[src/uart_defines.svh]
`ifndef UART_DEFINES_SVH
`define UART_DEFINES_SVH

// Character width in bits
`define UART_DATA_W 8

// Entries per FIFO, power of two and at least 4
`define UART_FIFO_DEPTH 16

// Byte address width of the register window
`define UART_ADDR_W 5

// aclk frequency in Hz
`define UART_CLK_FREQ 100000000

`define UART_DEFAULT_BAUD 115200

// Ticks per serial bit
`define UART_OVERSAMPLE 16

// Reset divisor, 54 with the values above
`define UART_DEFAULT_DIV (`UART_CLK_FREQ / (`UART_DEFAULT_BAUD * `UART_OVERSAMPLE))

`endif

[src/uart_pkg.sv]
package uart_pkg;

    // Word offsets, byte address bits [4:2]
    typedef enum logic [2:0] {
        REG_CTRL    = 3'd0,   // 0x00
        REG_STATUS  = 3'd1,   // 0x04
        REG_BAUD    = 3'd2,   // 0x08
        REG_TX_DATA = 3'd3,   // 0x0C
        REG_RX_DATA = 3'd4    // 0x10
    } reg_addr_t;

    typedef struct packed {
        logic rx_en;
        logic tx_en;
        logic enable;         // Bit 0, master enable
    } uart_ctrl_t;

    typedef struct packed {
        logic overrun_err;    // Bit 5, sticky
        logic frame_err;      // Sticky
        logic rx_full;
        logic rx_empty;
        logic tx_full;
        logic tx_empty;       // Bit 0
    } uart_status_t;

    // One-cycle pulses from the receiver
    typedef struct packed {
        logic frame;
        logic overrun;
    } rx_err_t;

    typedef enum logic [1:0] {TX_IDLE, TX_START, TX_DATA, TX_STOP} tx_state_t;

    typedef enum logic [1:0] {RX_IDLE, RX_START, RX_DATA, RX_STOP} rx_state_t;

endpackage

[src/axi_lite_uart.sv]
`timescale 1ns/10ps
`include "uart_defines.svh"

module axi_lite_uart (
    input  logic                    aclk,
    input  logic                    aresetn,
    input  logic [`UART_ADDR_W-1:0] s_axi_awaddr,
    input  logic [2:0]              s_axi_awprot,
    input  logic                    s_axi_awvalid,
    output logic                    s_axi_awready,
    input  logic [31:0]             s_axi_wdata,
    input  logic [3:0]              s_axi_wstrb,
    input  logic                    s_axi_wvalid,
    output logic                    s_axi_wready,
    output logic [1:0]              s_axi_bresp,
    output logic                    s_axi_bvalid,
    input  logic                    s_axi_bready,
    input  logic [`UART_ADDR_W-1:0] s_axi_araddr,
    input  logic [2:0]              s_axi_arprot,
    input  logic                    s_axi_arvalid,
    output logic                    s_axi_arready,
    output logic [31:0]             s_axi_rdata,
    output logic [1:0]              s_axi_rresp,
    output logic                    s_axi_rvalid,
    input  logic                    s_axi_rready,
    output logic                    uart_txd,
    input  logic                    uart_rxd
);
    uart_pkg::uart_ctrl_t    ctrl;
    uart_pkg::rx_err_t       rx_err;
    logic [15:0]             baud_div;
    logic                    tick;
    logic                    tx_push;
    logic                    tx_pop;
    logic                    tx_empty;
    logic                    tx_full;
    logic [`UART_DATA_W-1:0] tx_wdata;
    logic [`UART_DATA_W-1:0] tx_rdata;
    logic                    rx_push;
    logic                    rx_pop;
    logic                    rx_empty;
    logic                    rx_full;
    logic [`UART_DATA_W-1:0] rx_wdata;
    logic [`UART_DATA_W-1:0] rx_rdata;

    // Protection bits have no meaning for this slave
    axil_uart_regs regs0 (
        .aclk, .aresetn,
        .s_axi_awaddr, .s_axi_awvalid, .s_axi_awready,
        .s_axi_wdata, .s_axi_wstrb, .s_axi_wvalid, .s_axi_wready,
        .s_axi_bresp, .s_axi_bvalid, .s_axi_bready,
        .s_axi_araddr, .s_axi_arvalid, .s_axi_arready,
        .s_axi_rdata, .s_axi_rresp, .s_axi_rvalid, .s_axi_rready,
        .ctrl, .baud_div,
        .tx_push, .tx_wdata, .tx_empty, .tx_full,
        .rx_pop, .rx_rdata, .rx_empty, .rx_full, .rx_err
    );

    baud_tick_gen tick0 (.aclk, .aresetn, .baud_div, .tick);

    byte_fifo tx_fifo (
        .aclk, .aresetn,
        .push(tx_push), .pop(tx_pop), .wr_data(tx_wdata), .rd_data(tx_rdata),
        .empty(tx_empty), .full(tx_full)
    );

    byte_fifo rx_fifo (
        .aclk, .aresetn,
        .push(rx_push), .pop(rx_pop), .wr_data(rx_wdata), .rd_data(rx_rdata),
        .empty(rx_empty), .full(rx_full)
    );

    uart_tx tx0 (
        .aclk, .aresetn, .ctrl, .tick,
        .fifo_empty(tx_empty), .fifo_data(tx_rdata), .fifo_pop(tx_pop), .txd(uart_txd)
    );

    uart_rx rx0 (
        .aclk, .aresetn, .ctrl, .tick, .rxd(uart_rxd),
        .fifo_full(rx_full), .fifo_push(rx_push), .fifo_data(rx_wdata), .err(rx_err)
    );

endmodule

[src/axil_uart_regs.sv]
`timescale 1ns/10ps
`include "uart_defines.svh"

module axil_uart_regs (
    input  logic                    aclk,
    input  logic                    aresetn,
    input  logic [`UART_ADDR_W-1:0] s_axi_awaddr,
    input  logic                    s_axi_awvalid,
    output logic                    s_axi_awready,
    input  logic [31:0]             s_axi_wdata,
    input  logic [3:0]              s_axi_wstrb,
    input  logic                    s_axi_wvalid,
    output logic                    s_axi_wready,
    output logic [1:0]              s_axi_bresp,
    output logic                    s_axi_bvalid,
    input  logic                    s_axi_bready,
    input  logic [`UART_ADDR_W-1:0] s_axi_araddr,
    input  logic                    s_axi_arvalid,
    output logic                    s_axi_arready,
    output logic [31:0]             s_axi_rdata,
    output logic [1:0]              s_axi_rresp,
    output logic                    s_axi_rvalid,
    input  logic                    s_axi_rready,
    output uart_pkg::uart_ctrl_t    ctrl,
    output logic [15:0]             baud_div,
    output logic                    tx_push,
    output logic [`UART_DATA_W-1:0] tx_wdata,
    input  logic                    tx_empty,
    input  logic                    tx_full,
    output logic                    rx_pop,
    input  logic [`UART_DATA_W-1:0] rx_rdata,
    input  logic                    rx_empty,
    input  logic                    rx_full,
    input  uart_pkg::rx_err_t       rx_err
);
    uart_pkg::reg_addr_t    wr_addr;
    uart_pkg::reg_addr_t    rd_addr;
    logic [31:0]            wr_data;
    logic [3:0]             wr_strb;
    logic                   wr_pend;    // Write captured, applied next edge
    logic                   rd_pend;
    uart_pkg::uart_status_t status;

    assign s_axi_bresp = 2'b00;         // OKAY
    assign s_axi_rresp = 2'b00;

    assign tx_push  = wr_pend && (wr_addr == uart_pkg::REG_TX_DATA) && wr_strb[0]
                      && !tx_full && ctrl.enable && ctrl.tx_en;
    assign tx_wdata = wr_data[`UART_DATA_W-1:0];
    assign rx_pop   = rd_pend && (rd_addr == uart_pkg::REG_RX_DATA)
                      && !rx_empty && ctrl.enable && ctrl.rx_en;

    // Address and data are taken together, one write in flight
    always_ff @(posedge aclk) begin
        if (!aresetn) begin
            s_axi_awready <= 1'b0;
            s_axi_wready  <= 1'b0;
            wr_pend       <= 1'b0;
            s_axi_bvalid  <= 1'b0;
        end else begin
            s_axi_awready <= 1'b0;
            s_axi_wready  <= 1'b0;
            wr_pend       <= s_axi_awready;
            if (!s_axi_awready && !wr_pend && !s_axi_bvalid && s_axi_awvalid && s_axi_wvalid) begin
                s_axi_awready <= 1'b1;
                s_axi_wready  <= 1'b1;
            end
            if (wr_pend) begin
                s_axi_bvalid <= 1'b1;
            end else if (s_axi_bready) begin
                s_axi_bvalid <= 1'b0;
            end
        end
    end

    always_ff @(posedge aclk) begin
        if (!aresetn) begin
            s_axi_arready <= 1'b0;
            rd_pend       <= 1'b0;
            s_axi_rvalid  <= 1'b0;
        end else begin
            s_axi_arready <= !s_axi_arready && !rd_pend && !s_axi_rvalid && s_axi_arvalid;
            rd_pend       <= s_axi_arready;
            if (rd_pend) begin
                s_axi_rvalid <= 1'b1;
            end else if (s_axi_rready) begin
                s_axi_rvalid <= 1'b0;
            end
        end
    end

    // Captured on the handshake edge
    always_ff @(posedge aclk) begin
        if (s_axi_awready) begin
            wr_addr <= uart_pkg::reg_addr_t'(s_axi_awaddr[4:2]);
            wr_data <= s_axi_wdata;
            wr_strb <= s_axi_wstrb;
        end
        if (s_axi_arready) begin
            rd_addr <= uart_pkg::reg_addr_t'(s_axi_araddr[4:2]);
        end
    end

    always_ff @(posedge aclk) begin
        if (!aresetn) begin
            ctrl     <= '0;
            baud_div <= 16'(`UART_DEFAULT_DIV);
        end else if (wr_pend) begin
            case (wr_addr)
                uart_pkg::REG_CTRL: begin
                    if (wr_strb[0]) begin
                        ctrl <= uart_pkg::uart_ctrl_t'(wr_data[2:0]);
                    end
                end
                uart_pkg::REG_BAUD: begin
                    if (wr_strb[0]) begin
                        baud_div[7:0] <= wr_data[7:0];
                    end
                    if (wr_strb[1]) begin
                        baud_div[15:8] <= wr_data[15:8];
                    end
                end
                default: begin
                end
            endcase
        end
    end

    // Read data stays put while rvalid waits for rready
    always_ff @(posedge aclk) begin
        if (rd_pend) begin
            case (rd_addr)
                uart_pkg::REG_CTRL:    s_axi_rdata <= 32'(ctrl);
                uart_pkg::REG_STATUS:  s_axi_rdata <= 32'(status);
                uart_pkg::REG_BAUD:    s_axi_rdata <= 32'(baud_div);
                uart_pkg::REG_RX_DATA: s_axi_rdata <= rx_pop ? 32'(rx_rdata) : 32'd0;
                default:               s_axi_rdata <= 32'd0;
            endcase
        end
    end

    always_ff @(posedge aclk) begin
        if (!aresetn) begin
            status <= uart_pkg::uart_status_t'(6'h05);   // Both FIFOs empty
        end else begin
            status.tx_empty    <= tx_empty;
            status.tx_full     <= tx_full;
            status.rx_empty    <= rx_empty;
            status.rx_full     <= rx_full;
            status.frame_err   <= status.frame_err | rx_err.frame;
            status.overrun_err <= status.overrun_err | rx_err.overrun;
        end
    end

    a_bvalid_hold : assert property (@(posedge aclk) disable iff (!aresetn)
        s_axi_bvalid && !s_axi_bready |=> s_axi_bvalid);

endmodule

[src/baud_tick_gen.sv]
`timescale 1ns/10ps

module baud_tick_gen (
    input  logic        aclk,
    input  logic        aresetn,
    input  logic [15:0] baud_div,
    output logic        tick
);
    logic [15:0] cnt;

    always_ff @(posedge aclk) begin
        if (!aresetn) begin
            cnt  <= '0;
            tick <= 1'b0;
        end else if (cnt >= baud_div - 16'd1) begin   // Also catches a divisor lowered mid-count
            cnt  <= '0;
            tick <= 1'b1;
        end else begin
            cnt  <= cnt + 16'd1;
            tick <= 1'b0;
        end
    end

    // A zero divisor written over AXI would stall both serial engines
    a_div_nonzero : assert property (@(posedge aclk) disable iff (!aresetn) baud_div != 16'd0);

endmodule

[src/byte_fifo.sv]
`timescale 1ns/10ps
`include "uart_defines.svh"

module byte_fifo #(
    parameter int DEPTH = `UART_FIFO_DEPTH
) (
    input  logic                    aclk,
    input  logic                    aresetn,
    input  logic                    push,
    input  logic                    pop,
    input  logic [`UART_DATA_W-1:0] wr_data,
    output logic [`UART_DATA_W-1:0] rd_data,
    output logic                    empty,
    output logic                    full
);
    localparam int AW = $clog2(DEPTH);

    logic [`UART_DATA_W-1:0] mem [DEPTH];
    logic [AW:0]             wr_ptr;   // Extra top bit tells full from empty
    logic [AW:0]             rd_ptr;

    always_ff @(posedge aclk) begin
        if (!aresetn) begin
            wr_ptr <= '0;
            rd_ptr <= '0;
        end else begin
            if (push) begin
                wr_ptr <= wr_ptr + 1'b1;
            end
            if (pop) begin
                rd_ptr <= rd_ptr + 1'b1;
            end
        end
    end

    always_ff @(posedge aclk) begin
        if (push) begin
            mem[wr_ptr[AW-1:0]] <= wr_data;
        end
    end

    assign rd_data = mem[rd_ptr[AW-1:0]];   // Head, valid while not empty
    assign empty   = (wr_ptr == rd_ptr);
    assign full    = (wr_ptr[AW] != rd_ptr[AW]) && (wr_ptr[AW-1:0] == rd_ptr[AW-1:0]);

    // Callers gate their strobes on the levels driven here
    a_no_push_full : assert property (@(posedge aclk) disable iff (!aresetn) push |-> !full);
    a_no_pop_empty : assert property (@(posedge aclk) disable iff (!aresetn) pop |-> !empty);

endmodule

[src/uart_rx.sv]
`timescale 1ns/10ps
`include "uart_defines.svh"

module uart_rx (
    input  logic                    aclk,
    input  logic                    aresetn,
    input  uart_pkg::uart_ctrl_t    ctrl,
    input  logic                    tick,
    input  logic                    rxd,
    input  logic                    fifo_full,
    output logic                    fifo_push,
    output logic [`UART_DATA_W-1:0] fifo_data,
    output uart_pkg::rx_err_t       err
);
    localparam logic [3:0] TICK_LAST = 4'(`UART_OVERSAMPLE - 1);
    localparam logic [3:0] TICK_HALF = 4'(`UART_OVERSAMPLE / 2 - 1);
    localparam logic [2:0] BIT_LAST  = 3'(`UART_DATA_W - 1);

    uart_pkg::rx_state_t     state;
    logic                    rxd_meta;
    logic                    rxd_sync;
    logic                    rxd_prev;
    logic [3:0]              tick_cnt;
    logic [2:0]              bit_cnt;
    logic [`UART_DATA_W-1:0] shift;
    logic                    sample;

    // Start bit is sampled half a bit in, the rest a full bit apart
    assign sample    = tick && (tick_cnt == ((state == uart_pkg::RX_START) ? TICK_HALF : TICK_LAST));
    assign fifo_data = shift;

    always_ff @(posedge aclk) begin
        if (!aresetn) begin
            rxd_meta <= 1'b1;
            rxd_sync <= 1'b1;
            rxd_prev <= 1'b1;
        end else begin
            rxd_meta <= rxd;
            rxd_sync <= rxd_meta;
            rxd_prev <= rxd_sync;   // For falling edge detect
        end
    end

    always_ff @(posedge aclk) begin
        if (!aresetn || state == uart_pkg::RX_IDLE) begin
            tick_cnt <= '0;
        end else if (tick) begin
            tick_cnt <= sample ? 4'd0 : tick_cnt + 4'd1;
        end
    end

    always_ff @(posedge aclk) begin
        if (!aresetn) begin
            state     <= uart_pkg::RX_IDLE;
            bit_cnt   <= '0;
            fifo_push <= 1'b0;
            err       <= '0;
        end else begin
            fifo_push <= 1'b0;
            err       <= '0;
            if (!(ctrl.enable && ctrl.rx_en)) begin
                state <= uart_pkg::RX_IDLE;
            end else begin
                case (state)
                    uart_pkg::RX_IDLE: begin
                        if (rxd_prev && !rxd_sync) begin
                            state <= uart_pkg::RX_START;
                        end
                    end
                    uart_pkg::RX_START: begin
                        if (sample) begin   // High here means a glitch, not a start
                            bit_cnt <= '0;
                            state   <= rxd_sync ? uart_pkg::RX_IDLE : uart_pkg::RX_DATA;
                        end
                    end
                    uart_pkg::RX_DATA: begin
                        if (sample) begin
                            shift   <= {rxd_sync, shift[`UART_DATA_W-1:1]};
                            bit_cnt <= bit_cnt + 3'd1;
                            if (bit_cnt == BIT_LAST) begin
                                state <= uart_pkg::RX_STOP;
                            end
                        end
                    end
                    default: begin
                        if (sample) begin
                            state <= uart_pkg::RX_IDLE;
                            if (!rxd_sync) begin
                                err.frame <= 1'b1;
                            end else if (fifo_full) begin
                                err.overrun <= 1'b1;   // Byte is lost
                            end else begin
                                fifo_push <= 1'b1;
                            end
                        end
                    end
                endcase
            end
        end
    end

    // Each frame ends in exactly one outcome
    a_one_outcome : assert property (@(posedge aclk) disable iff (!aresetn)
        !(fifo_push && (err.frame || err.overrun)));

endmodule

[src/uart_tx.sv]
`timescale 1ns/10ps
`include "uart_defines.svh"

module uart_tx (
    input  logic                    aclk,
    input  logic                    aresetn,
    input  uart_pkg::uart_ctrl_t    ctrl,
    input  logic                    tick,
    input  logic                    fifo_empty,
    input  logic [`UART_DATA_W-1:0] fifo_data,
    output logic                    fifo_pop,
    output logic                    txd
);
    localparam logic [3:0] TICK_LAST = 4'(`UART_OVERSAMPLE - 1);
    localparam logic [2:0] BIT_LAST  = 3'(`UART_DATA_W - 1);

    uart_pkg::tx_state_t     state;
    logic [3:0]              tick_cnt;
    logic [2:0]              bit_cnt;
    logic [`UART_DATA_W-1:0] shift;
    logic                    tx_on;
    logic                    bit_end;

    assign tx_on    = ctrl.enable && ctrl.tx_en;
    assign fifo_pop = tx_on && (state == uart_pkg::TX_IDLE) && !fifo_empty;
    assign bit_end  = tick && (tick_cnt == TICK_LAST);

    // Held at zero until the start bit has gone out on a tick
    always_ff @(posedge aclk) begin
        if (!aresetn || state == uart_pkg::TX_IDLE || (state == uart_pkg::TX_START && txd)) begin
            tick_cnt <= '0;
        end else if (tick) begin
            tick_cnt <= bit_end ? 4'd0 : tick_cnt + 4'd1;
        end
    end

    always_ff @(posedge aclk) begin
        if (!aresetn) begin
            state   <= uart_pkg::TX_IDLE;
            bit_cnt <= '0;
            txd     <= 1'b1;
        end else if (!tx_on) begin
            state <= uart_pkg::TX_IDLE;
            txd   <= 1'b1;                          // Idle line
        end else begin
            case (state)
                uart_pkg::TX_IDLE: begin
                    if (fifo_pop) begin
                        shift <= fifo_data;         // Head latched as it is popped
                        state <= uart_pkg::TX_START;
                    end
                end
                uart_pkg::TX_START: begin
                    if (tick && txd) begin
                        txd <= 1'b0;
                    end else if (bit_end) begin
                        txd     <= shift[0];        // LSB first
                        shift   <= shift >> 1;
                        bit_cnt <= '0;
                        state   <= uart_pkg::TX_DATA;
                    end
                end
                uart_pkg::TX_DATA: begin
                    if (bit_end) begin
                        if (bit_cnt == BIT_LAST) begin
                            txd   <= 1'b1;          // Stop bit
                            state <= uart_pkg::TX_STOP;
                        end else begin
                            txd     <= shift[0];
                            shift   <= shift >> 1;
                            bit_cnt <= bit_cnt + 3'd1;
                        end
                    end
                end
                default: begin
                    if (bit_end) begin
                        state <= uart_pkg::TX_IDLE;
                    end
                end
            endcase
        end
    end

endmodule
[config.mk]
export PLATFORM = sky130hd
export DESIGN_NAME = axi_lite_uart
export DESIGN_NICKNAME = d
export VERILOG_FILES = /design/src/uart_pkg.sv /design/src/axi_lite_uart.sv /design/src/axil_uart_regs.sv /design/src/baud_tick_gen.sv /design/src/byte_fifo.sv /design/src/uart_rx.sv /design/src/uart_tx.sv
export VERILOG_INCLUDE_DIRS = /design/src
export SDC_FILE = /design/constraint.sdc
export NUM_CORES = 1
export LEC_CHECK = 0
export BUFFER_PORTS_ARGS = -buffer_cell sky130_fd_sc_hd__buf_2
export CAP_MARGIN = 30
export CORE_ASPECT_RATIO = 2
export CORE_MARGIN = 4
export CORE_UTILIZATION = 65
export CTS_CLUSTER_DIAMETER = 30
export DETAILED_ROUTE_END_ITERATION = 10
export PLACE_DENSITY = 0.86
export SLEW_MARGIN = 20
export SYNTH_ARGS = -nofsm -noshare
export SYNTH_HDL_FRONTEND = slang
export SYNTH_SLANG_ARGS = --single-unit
export TNS_END_PERCENT = 100
[constraint.sdc]
create_clock -name aclk -period 10.2 [get_ports aclk]
set_clock_uncertainty 0.15 [all_clocks]
set_input_delay 0 -clock aclk [delete_from_list [all_inputs] [get_ports aclk]]
set_output_delay 0 -clock aclk [all_outputs]
set_load 0.005 [all_outputs]
After elaboration in Yosys (flattened, before gate mapping)
Memories as Yosys holds them, arrays and structs flattened. A register that Yosys moved wholly into a read port is not among the register bits.
Cells that the tools add are included.
{"block": "op_classes", "add_sub_neg": 10, "n_lt_le_gt_ge": 1, "eq_ne": 30, "muxes": 55, "n_bitwise": 6, "n_reduce_logical": 67}
{"cell": "32-bit case mux with 4 select lines", "count": 1}
{"cell": "8-bit two-way mux", "count": 6}
{"cell": "4-bit two-way mux", "count": 7}
{"cell": "1-bit logical AND", "count": 27}
{"cell": "2-bit two-way mux", "count": 12}
{"cell": "8-bit case mux with 3 select lines", "count": 1}
{"cell": "5-bit by 1-bit adder with 5-bit output, second input constant", "count": 4}
{"cell": "3-bit two-way mux", "count": 6}
{"cell": "1-bit two-way mux", "count": 17}
{"cell": "16-bit by 1-bit adder with 16-bit output, second input constant", "count": 1}
{"cell": "16-bit greater-or-equal comparator", "count": 1}
{"cell": "16-bit by 1-bit subtractor with 16-bit output, second input constant", "count": 1}
{"cell": "2-bit by 1-bit inequality test with 1-bit output, second input constant", "count": 7}
{"cell": "4-bit equality test", "count": 3}
{"cell": "2-bit case mux with 3 select lines", "count": 2}
{"cell": "3-bit case mux with 2 select lines", "count": 2}
{"cell": "3-bit AND reduction", "count": 4}
{"cell": "6-bit AND reduction", "count": 2}
{"cell": "2-bit nonzero test", "count": 6}
{"cell": "1-bit logical NOT", "count": 11}
{"cell": "5-bit equality test", "count": 2}
{"cell": "3-bit by 2-bit equality test with 1-bit output, second input constant", "count": 3}
{"cell": "3-bit equality test, second input constant", "count": 3}
{"cell": "4-bit by 1-bit adder with 4-bit output, second input constant", "count": 2}
{"cell": "22 further kinds", "count": 38}
{"block": "totals", "regBits": 165, "ramBits": 256, "inputBits": 60, "memories": 2}
{"name": "rx_fifo.mem", "depth": 16, "width": 8, "read_ports": 1, "rd_ports_with_merged_regs": 1, "wr": 1, "line_no": "byte_fifo.sv:18", "text": "logic [`UART_DATA_W-1:0] mem [DEPTH];"}
{"name": "tx_fifo.mem", "depth": 16, "width": 8, "read_ports": 1, "rd_ports_with_merged_regs": 1, "wr": 1, "line_no": "byte_fifo.sv:18"}

Longest topological paths before layout
{"block": "depth", "ltp_word": 8, "depth_mapped": 13, "depth_no_buf": 12}

Hierarchy
A second synthesis with hierarchy kept.
{"block": "hier_totals", "hier_cells": 1115, "hier_area_um2": 17320.4}
{"mod": "byte_fifo", "instances": 2, "cells_each": 279, "area_each_um2": 5621.6, "seq_area_each_um2": 4124.0}
{"mod": "axil_uart_regs", "instances": 1, "cells_each": 224, "area_each_um2": 2867.8, "seq_area_each_um2": 1821.7}
{"mod": "baud_tick_gen", "instances": 1, "cells_each": 156, "area_each_um2": 1277.5, "seq_area_each_um2": 340.3}
{"mod": "uart_tx", "instances": 1, "cells_each": 100, "area_each_um2": 1008.5, "seq_area_each_um2": 440.4}
{"mod": "uart_rx", "instances": 1, "cells_each": 77, "area_each_um2": 923.4, "seq_area_each_um2": 540.5}

Worst setup path before layout
No wires, ideal clock.
{"block": "synth_timing", "path_kind": "register to register", "start": "register regs0.baud_div[5]", "end": "register tick0.cnt[10]", "setup_ns": 0.078, "arrival_ns": 3.113, "t_required_ns": 9.972, "slack_ns": 6.859, "stages_incl_launch_ff": 13, "path_buffers": 2, "period_less_slack_ns": 3.341, "path_cell_list": "dfxtp_1 > buf_6 > or4_4 > or4_4 > nor3_2 > xnor2_1 > ha_1 > a21o_1 > a21o_1 > a221oi_1 > o211ai_1 > clkbuf_1 > nor3_1"}
{"block": "synth_via", "elab_chain_len": 3}
{"element": "start, declared", "line_no": "axil_uart_regs.sv:25", "text": "output logic [15:0] baud_div,"}
{"element": "start signal, assigned", "line_no": "axil_uart_regs.sv:107", "text": "baud_div <= 16'(`UART_DEFAULT_DIV);"}
{"element": "start signal, assigned", "line_no": "axil_uart_regs.sv:117", "text": "baud_div[7:0] <= wr_data[7:0];"}
{"element": "16-bit by 1-bit subtractor with 16-bit output", "line_no": "baud_tick_gen.sv:15", "text": "end else if (cnt >= baud_div - 16'd1) begin"}
{"element": "16-bit greater-or-equal comparator", "line_no": "baud_tick_gen.sv:15"}
{"element": "2-bit OR reduction (no source line)"}
{"element": "end signal, assigned", "line_no": "baud_tick_gen.sv:19", "text": "cnt <= cnt + 16'd1;"}
{"element": "end, declared", "line_no": "baud_tick_gen.sv:9", "text": "logic [15:0] cnt;"}
No other way between the ends.
A chain may end at the register's enable or synchronous reset.

Worst setup path after layout
{"block": "layout_timing", "start": "register regs0.baud_div[2]", "end": "register tick0.cnt[13]"}
The elaborated chain is that of the path after synthesis.

==> impl_metrics.tcl <==
set metrics [dict create \
    r2r_start "regs0.baud_div[2]" \
    drive_gt1_share_pct 18.24 \
    num_io_pins 102 \
    async_flop_share_pct 0 \
    die_h_um 236.2 \
    layout_common_cells "edfxtp_1 (312), dfxtp_1 (98), nor2_1 (70)" \
    io_buffers 53 \
    tritoncts "done" \
    final_nets 1300 \
    ir_drop_mv 0.1646 \
    finalSetupViolations 0 \
    yosysUniqueCellTypes 61 \
    end_kind "register" \
    insertedDiodeCount 0 \
    syn_avg_cell_area_sq_um 15.28 \
    start_kind "register" \
    drt_first_pass_iters 5 \
    clock-sinks 413 \
    worst_pin_slew_ns 0.9212 \
    fmax_mhz 285.5 \
    hold_viol 0 \
    period_needed_ns 3.502 \
    cp-startpoint "regs0.baud_div[2]" \
    cts_resized 0 \
    die_area_sq_um 28830 \
    fin_crit_sh_pct 34.34 \
    worstReg2RegEnd "tick0.cnt[13]" \
    crit_end "tick0.cnt[13]" \
    relSlewSlack_pct 38.50 \
    cts_buffers 41 \
    first_iter_violations 753 \
    antenna_left 0 \
    antenna_found_initial 0 \
    initial_core_util_pct 65.96 \
    p_leak_nw 6.592 \
    setup_tns_ns 0 \
    die_w_um 122.1 \
    syn_inst 1107 \
    syn_area_sq_um 16920 \
    synth_edf_count 312 \
    rows 83 \
    drv_slew 0 \
    grt_pass1_vias 10350 \
    wirelength_mm 37.80 \
    power_density_nw_per_um2 176.3 \
    synthFlopType "edfxtp_1" \
    core_area_sq_um 25650 \
    h-tree-depth 2 \
    dp_hpwl_mm 24.06 \
    clock_latency_ns 0.54 \
    drc_errors 0 \
    status "completed" \
    root_buffer "clkbuf_16" \
    p_total_mw 3.363 \
    grt_pass1_wl_mm 58.70 \
    gr-total-overflow 0 \
    cp_max_fo 17 \
    worst_ep_arrival_time_ns 3.79 \
    synth_warnings 0 \
    grt_max_degree 65 \
    layout_commonest_cell "edfxtp_1" \
    clock_path_buffers 3 \
    rsz0062_at_grt "false" \
    post-route-util_pct 74.37 \
    worst_ep_required_time_ns 10.48 \
    path_clk_slew_ns 0.07 \
    cap_violations 0 \
    viasPerCell 6.221 \
    r2r_slack_ns 6.70 \
    ys_seq_area_share_pct 67.32 \
    wl_per_cell_um 24.11 \
    critPathKind "register to register" \
    place.gp.congestion 0.8290 \
    vias 9755 \
    hold_class "primary input to register" \
    synthToLayoutAreaGrowth_pct 12.74 \
    gr-usage-all-layers_pct 27.25 \
    r2r_cells 12 \
    synth-seq-cells 413 \
]
worst min-delay path by stage:
stage / from / to / slack (ns) / depth (start not counted)
after floorplan: s_axi_araddr[2] / regs0.rd_addr[0] / -0.05 / 0
after global placement: s_axi_wdata[5] / regs0.wr_data[5] / 0.03 / 1
after detailed placement: s_axi_wdata[8] / regs0.wr_data[8] / 0.03 / 1
after CTS: s_axi_wdata[15] / regs0.wr_data[15] / 0.01 / 2
after global routing: s_axi_wdata[3] / regs0.wr_data[3] / 0.03 / 2
final: s_axi_wdata[12] / regs0.wr_data[12] / 0.02 / 2
per-stage QoR:
stage	worst slack, ns	instances	hold slack [ns]	cell area [sq um]
after CTS	6.723	1568	0.01334	19080
after detailed placement	6.755	1463	0.02849	17400
after floorplan	6.859	1126	-0.05113	16990
after global placement	6.811	1462	0.02592	17390
final	6.698	1568	0.02103	19080
after global routing	6.499	1568	0.03330	19080
area by class of cell:
cell class | count | area [sq um]
fillers | 1445 | 6575
well taps | 340 | 425.4
inverters | 27 | 101.3
clock buffers | 51 | 1126
clock inverters | 22 | 227.7
multi-input cells | 622 | 5155
flip-flops and latches | 413 | 11390
repair buffers | 93 | 645.6
worst max-delay path, stage by stage, from the launching register on:
cell and delay (ns):
dfxtp_1 0.37, nor3_1 0.31, nand3_2 0.18, or4_4 0.55
nor3_2 0.14, xnor2_1 0.14, ha_1 0.26, a21o_1 0.18
a21o_1 0.17, a221oi_1 0.31, o211ai_1 0.14, buf_4 0.23
nor3_1 0.25
synthesized netlist by cell type (11+ instances only):
cell	instances	area share [%]
nand3_1	14	0.41
inv_1	26	0.58
nor2_1	70	1.6
clkbuf_1	25	0.55
dfxtp_1	101	12
nand2b_1	12	0.44
and3_1	20	0.74
xor2_1	22	1.1
ha_1	42	3.1
a21oi_1	29	0.86
nand4_1	13	0.48
nor3_1	28	0.83
buf_4	22	0.98
edfxtp_1	312	55
xnor2_1	32	1.7
a22oi_1	19	0.84
o21ai_0	18	0.53
mux2i_1	27	1.6
nand2_1	64	1.4
mux2_2	14	0.93
buf_2	11	0.33
and2_1	31	1.1
mux4_2	65	8.7
nor2b_1	14	0.52
state kept, by name, summed over array words and instances, names as in the netlist, 2 cells and up, named ones only:
name,flops
tx0.shift,8
rx_fifo.mem,128
tx0.bit_cnt,3
tx0.state,2
rx0.state,2
regs0.ctrl,3
regs0.rd_addr,3
rx0.err,2
regs0.wr_data,16
rx_fifo.wr_ptr,5
tx_fifo.wr_ptr,5
tx_fifo.mem,128
rx0.bit_cnt,3
regs0.s_axi_rdata,16
rx_fifo.rd_ptr,5
regs0.wr_addr,3
regs0.baud_div,16
tick0.cnt,16
tx_fifo.rd_ptr,5
regs0.wr_strb,2
rx0.tick_cnt,4
rx0.fifo_data,8
tx0.tick_cnt,4
regs0.status,6
where the power goes:
part	total, mW	switching [mW]	internal (mW)	leakage, nW
Sequential	1.81	0.0122	1.80	3.63
Combinational	0.0402	0.0210	0.0192	2.29
Clock	1.51	0.657	0.856	0.666
Total	3.36	0.690	2.67	6.59
what timing repair did:
item | 4_1_cts | 5_1_grt
setup buffers | 0 | 0
endpoints found under the hold margin | 47 | 0
hold buffers | 32 | 0
cell families (layout without fill, tap and decap cells):
| group | Yosys count | after routing | synth area share (%) |
|---|---|---|---|
| DFF | 413 | 413 | 67.32 |
| and+or+nand+nor | 299 | 299 | 9.096 |
| muxes | 106 | 106 | 11.18 |
| AOI/OAI and AO/OA | 101 | 101 | 3.845 |
| buffers and inverters | 91 | 193 | 2.633 |
| xor gates and xnor gates | 54 | 54 | 2.795 |
| adders and majority gates | 42 | 42 | 3.106 |
| other | 1 | 20 | 0.02216 |
routing by layer:
| layer | up-vias | GRT usage, % | wire length (um) | share of wire [%] |
|---|---|---|---|---|
| li1 | 4309 | - | - | - |
| met1 | 4877 | 28.45 | 12110 | 32 |
| met2 | 433 | 50.49 | 21360 | 56 |
| met3 | 136 | 4.487 | 1998 | 5.3 |
| met4 | 0 | 15.30 | 2336 | 6.2 |
| met5 | - | 0 | 0 | 0 |
Power figures use the tool's default switching activity.
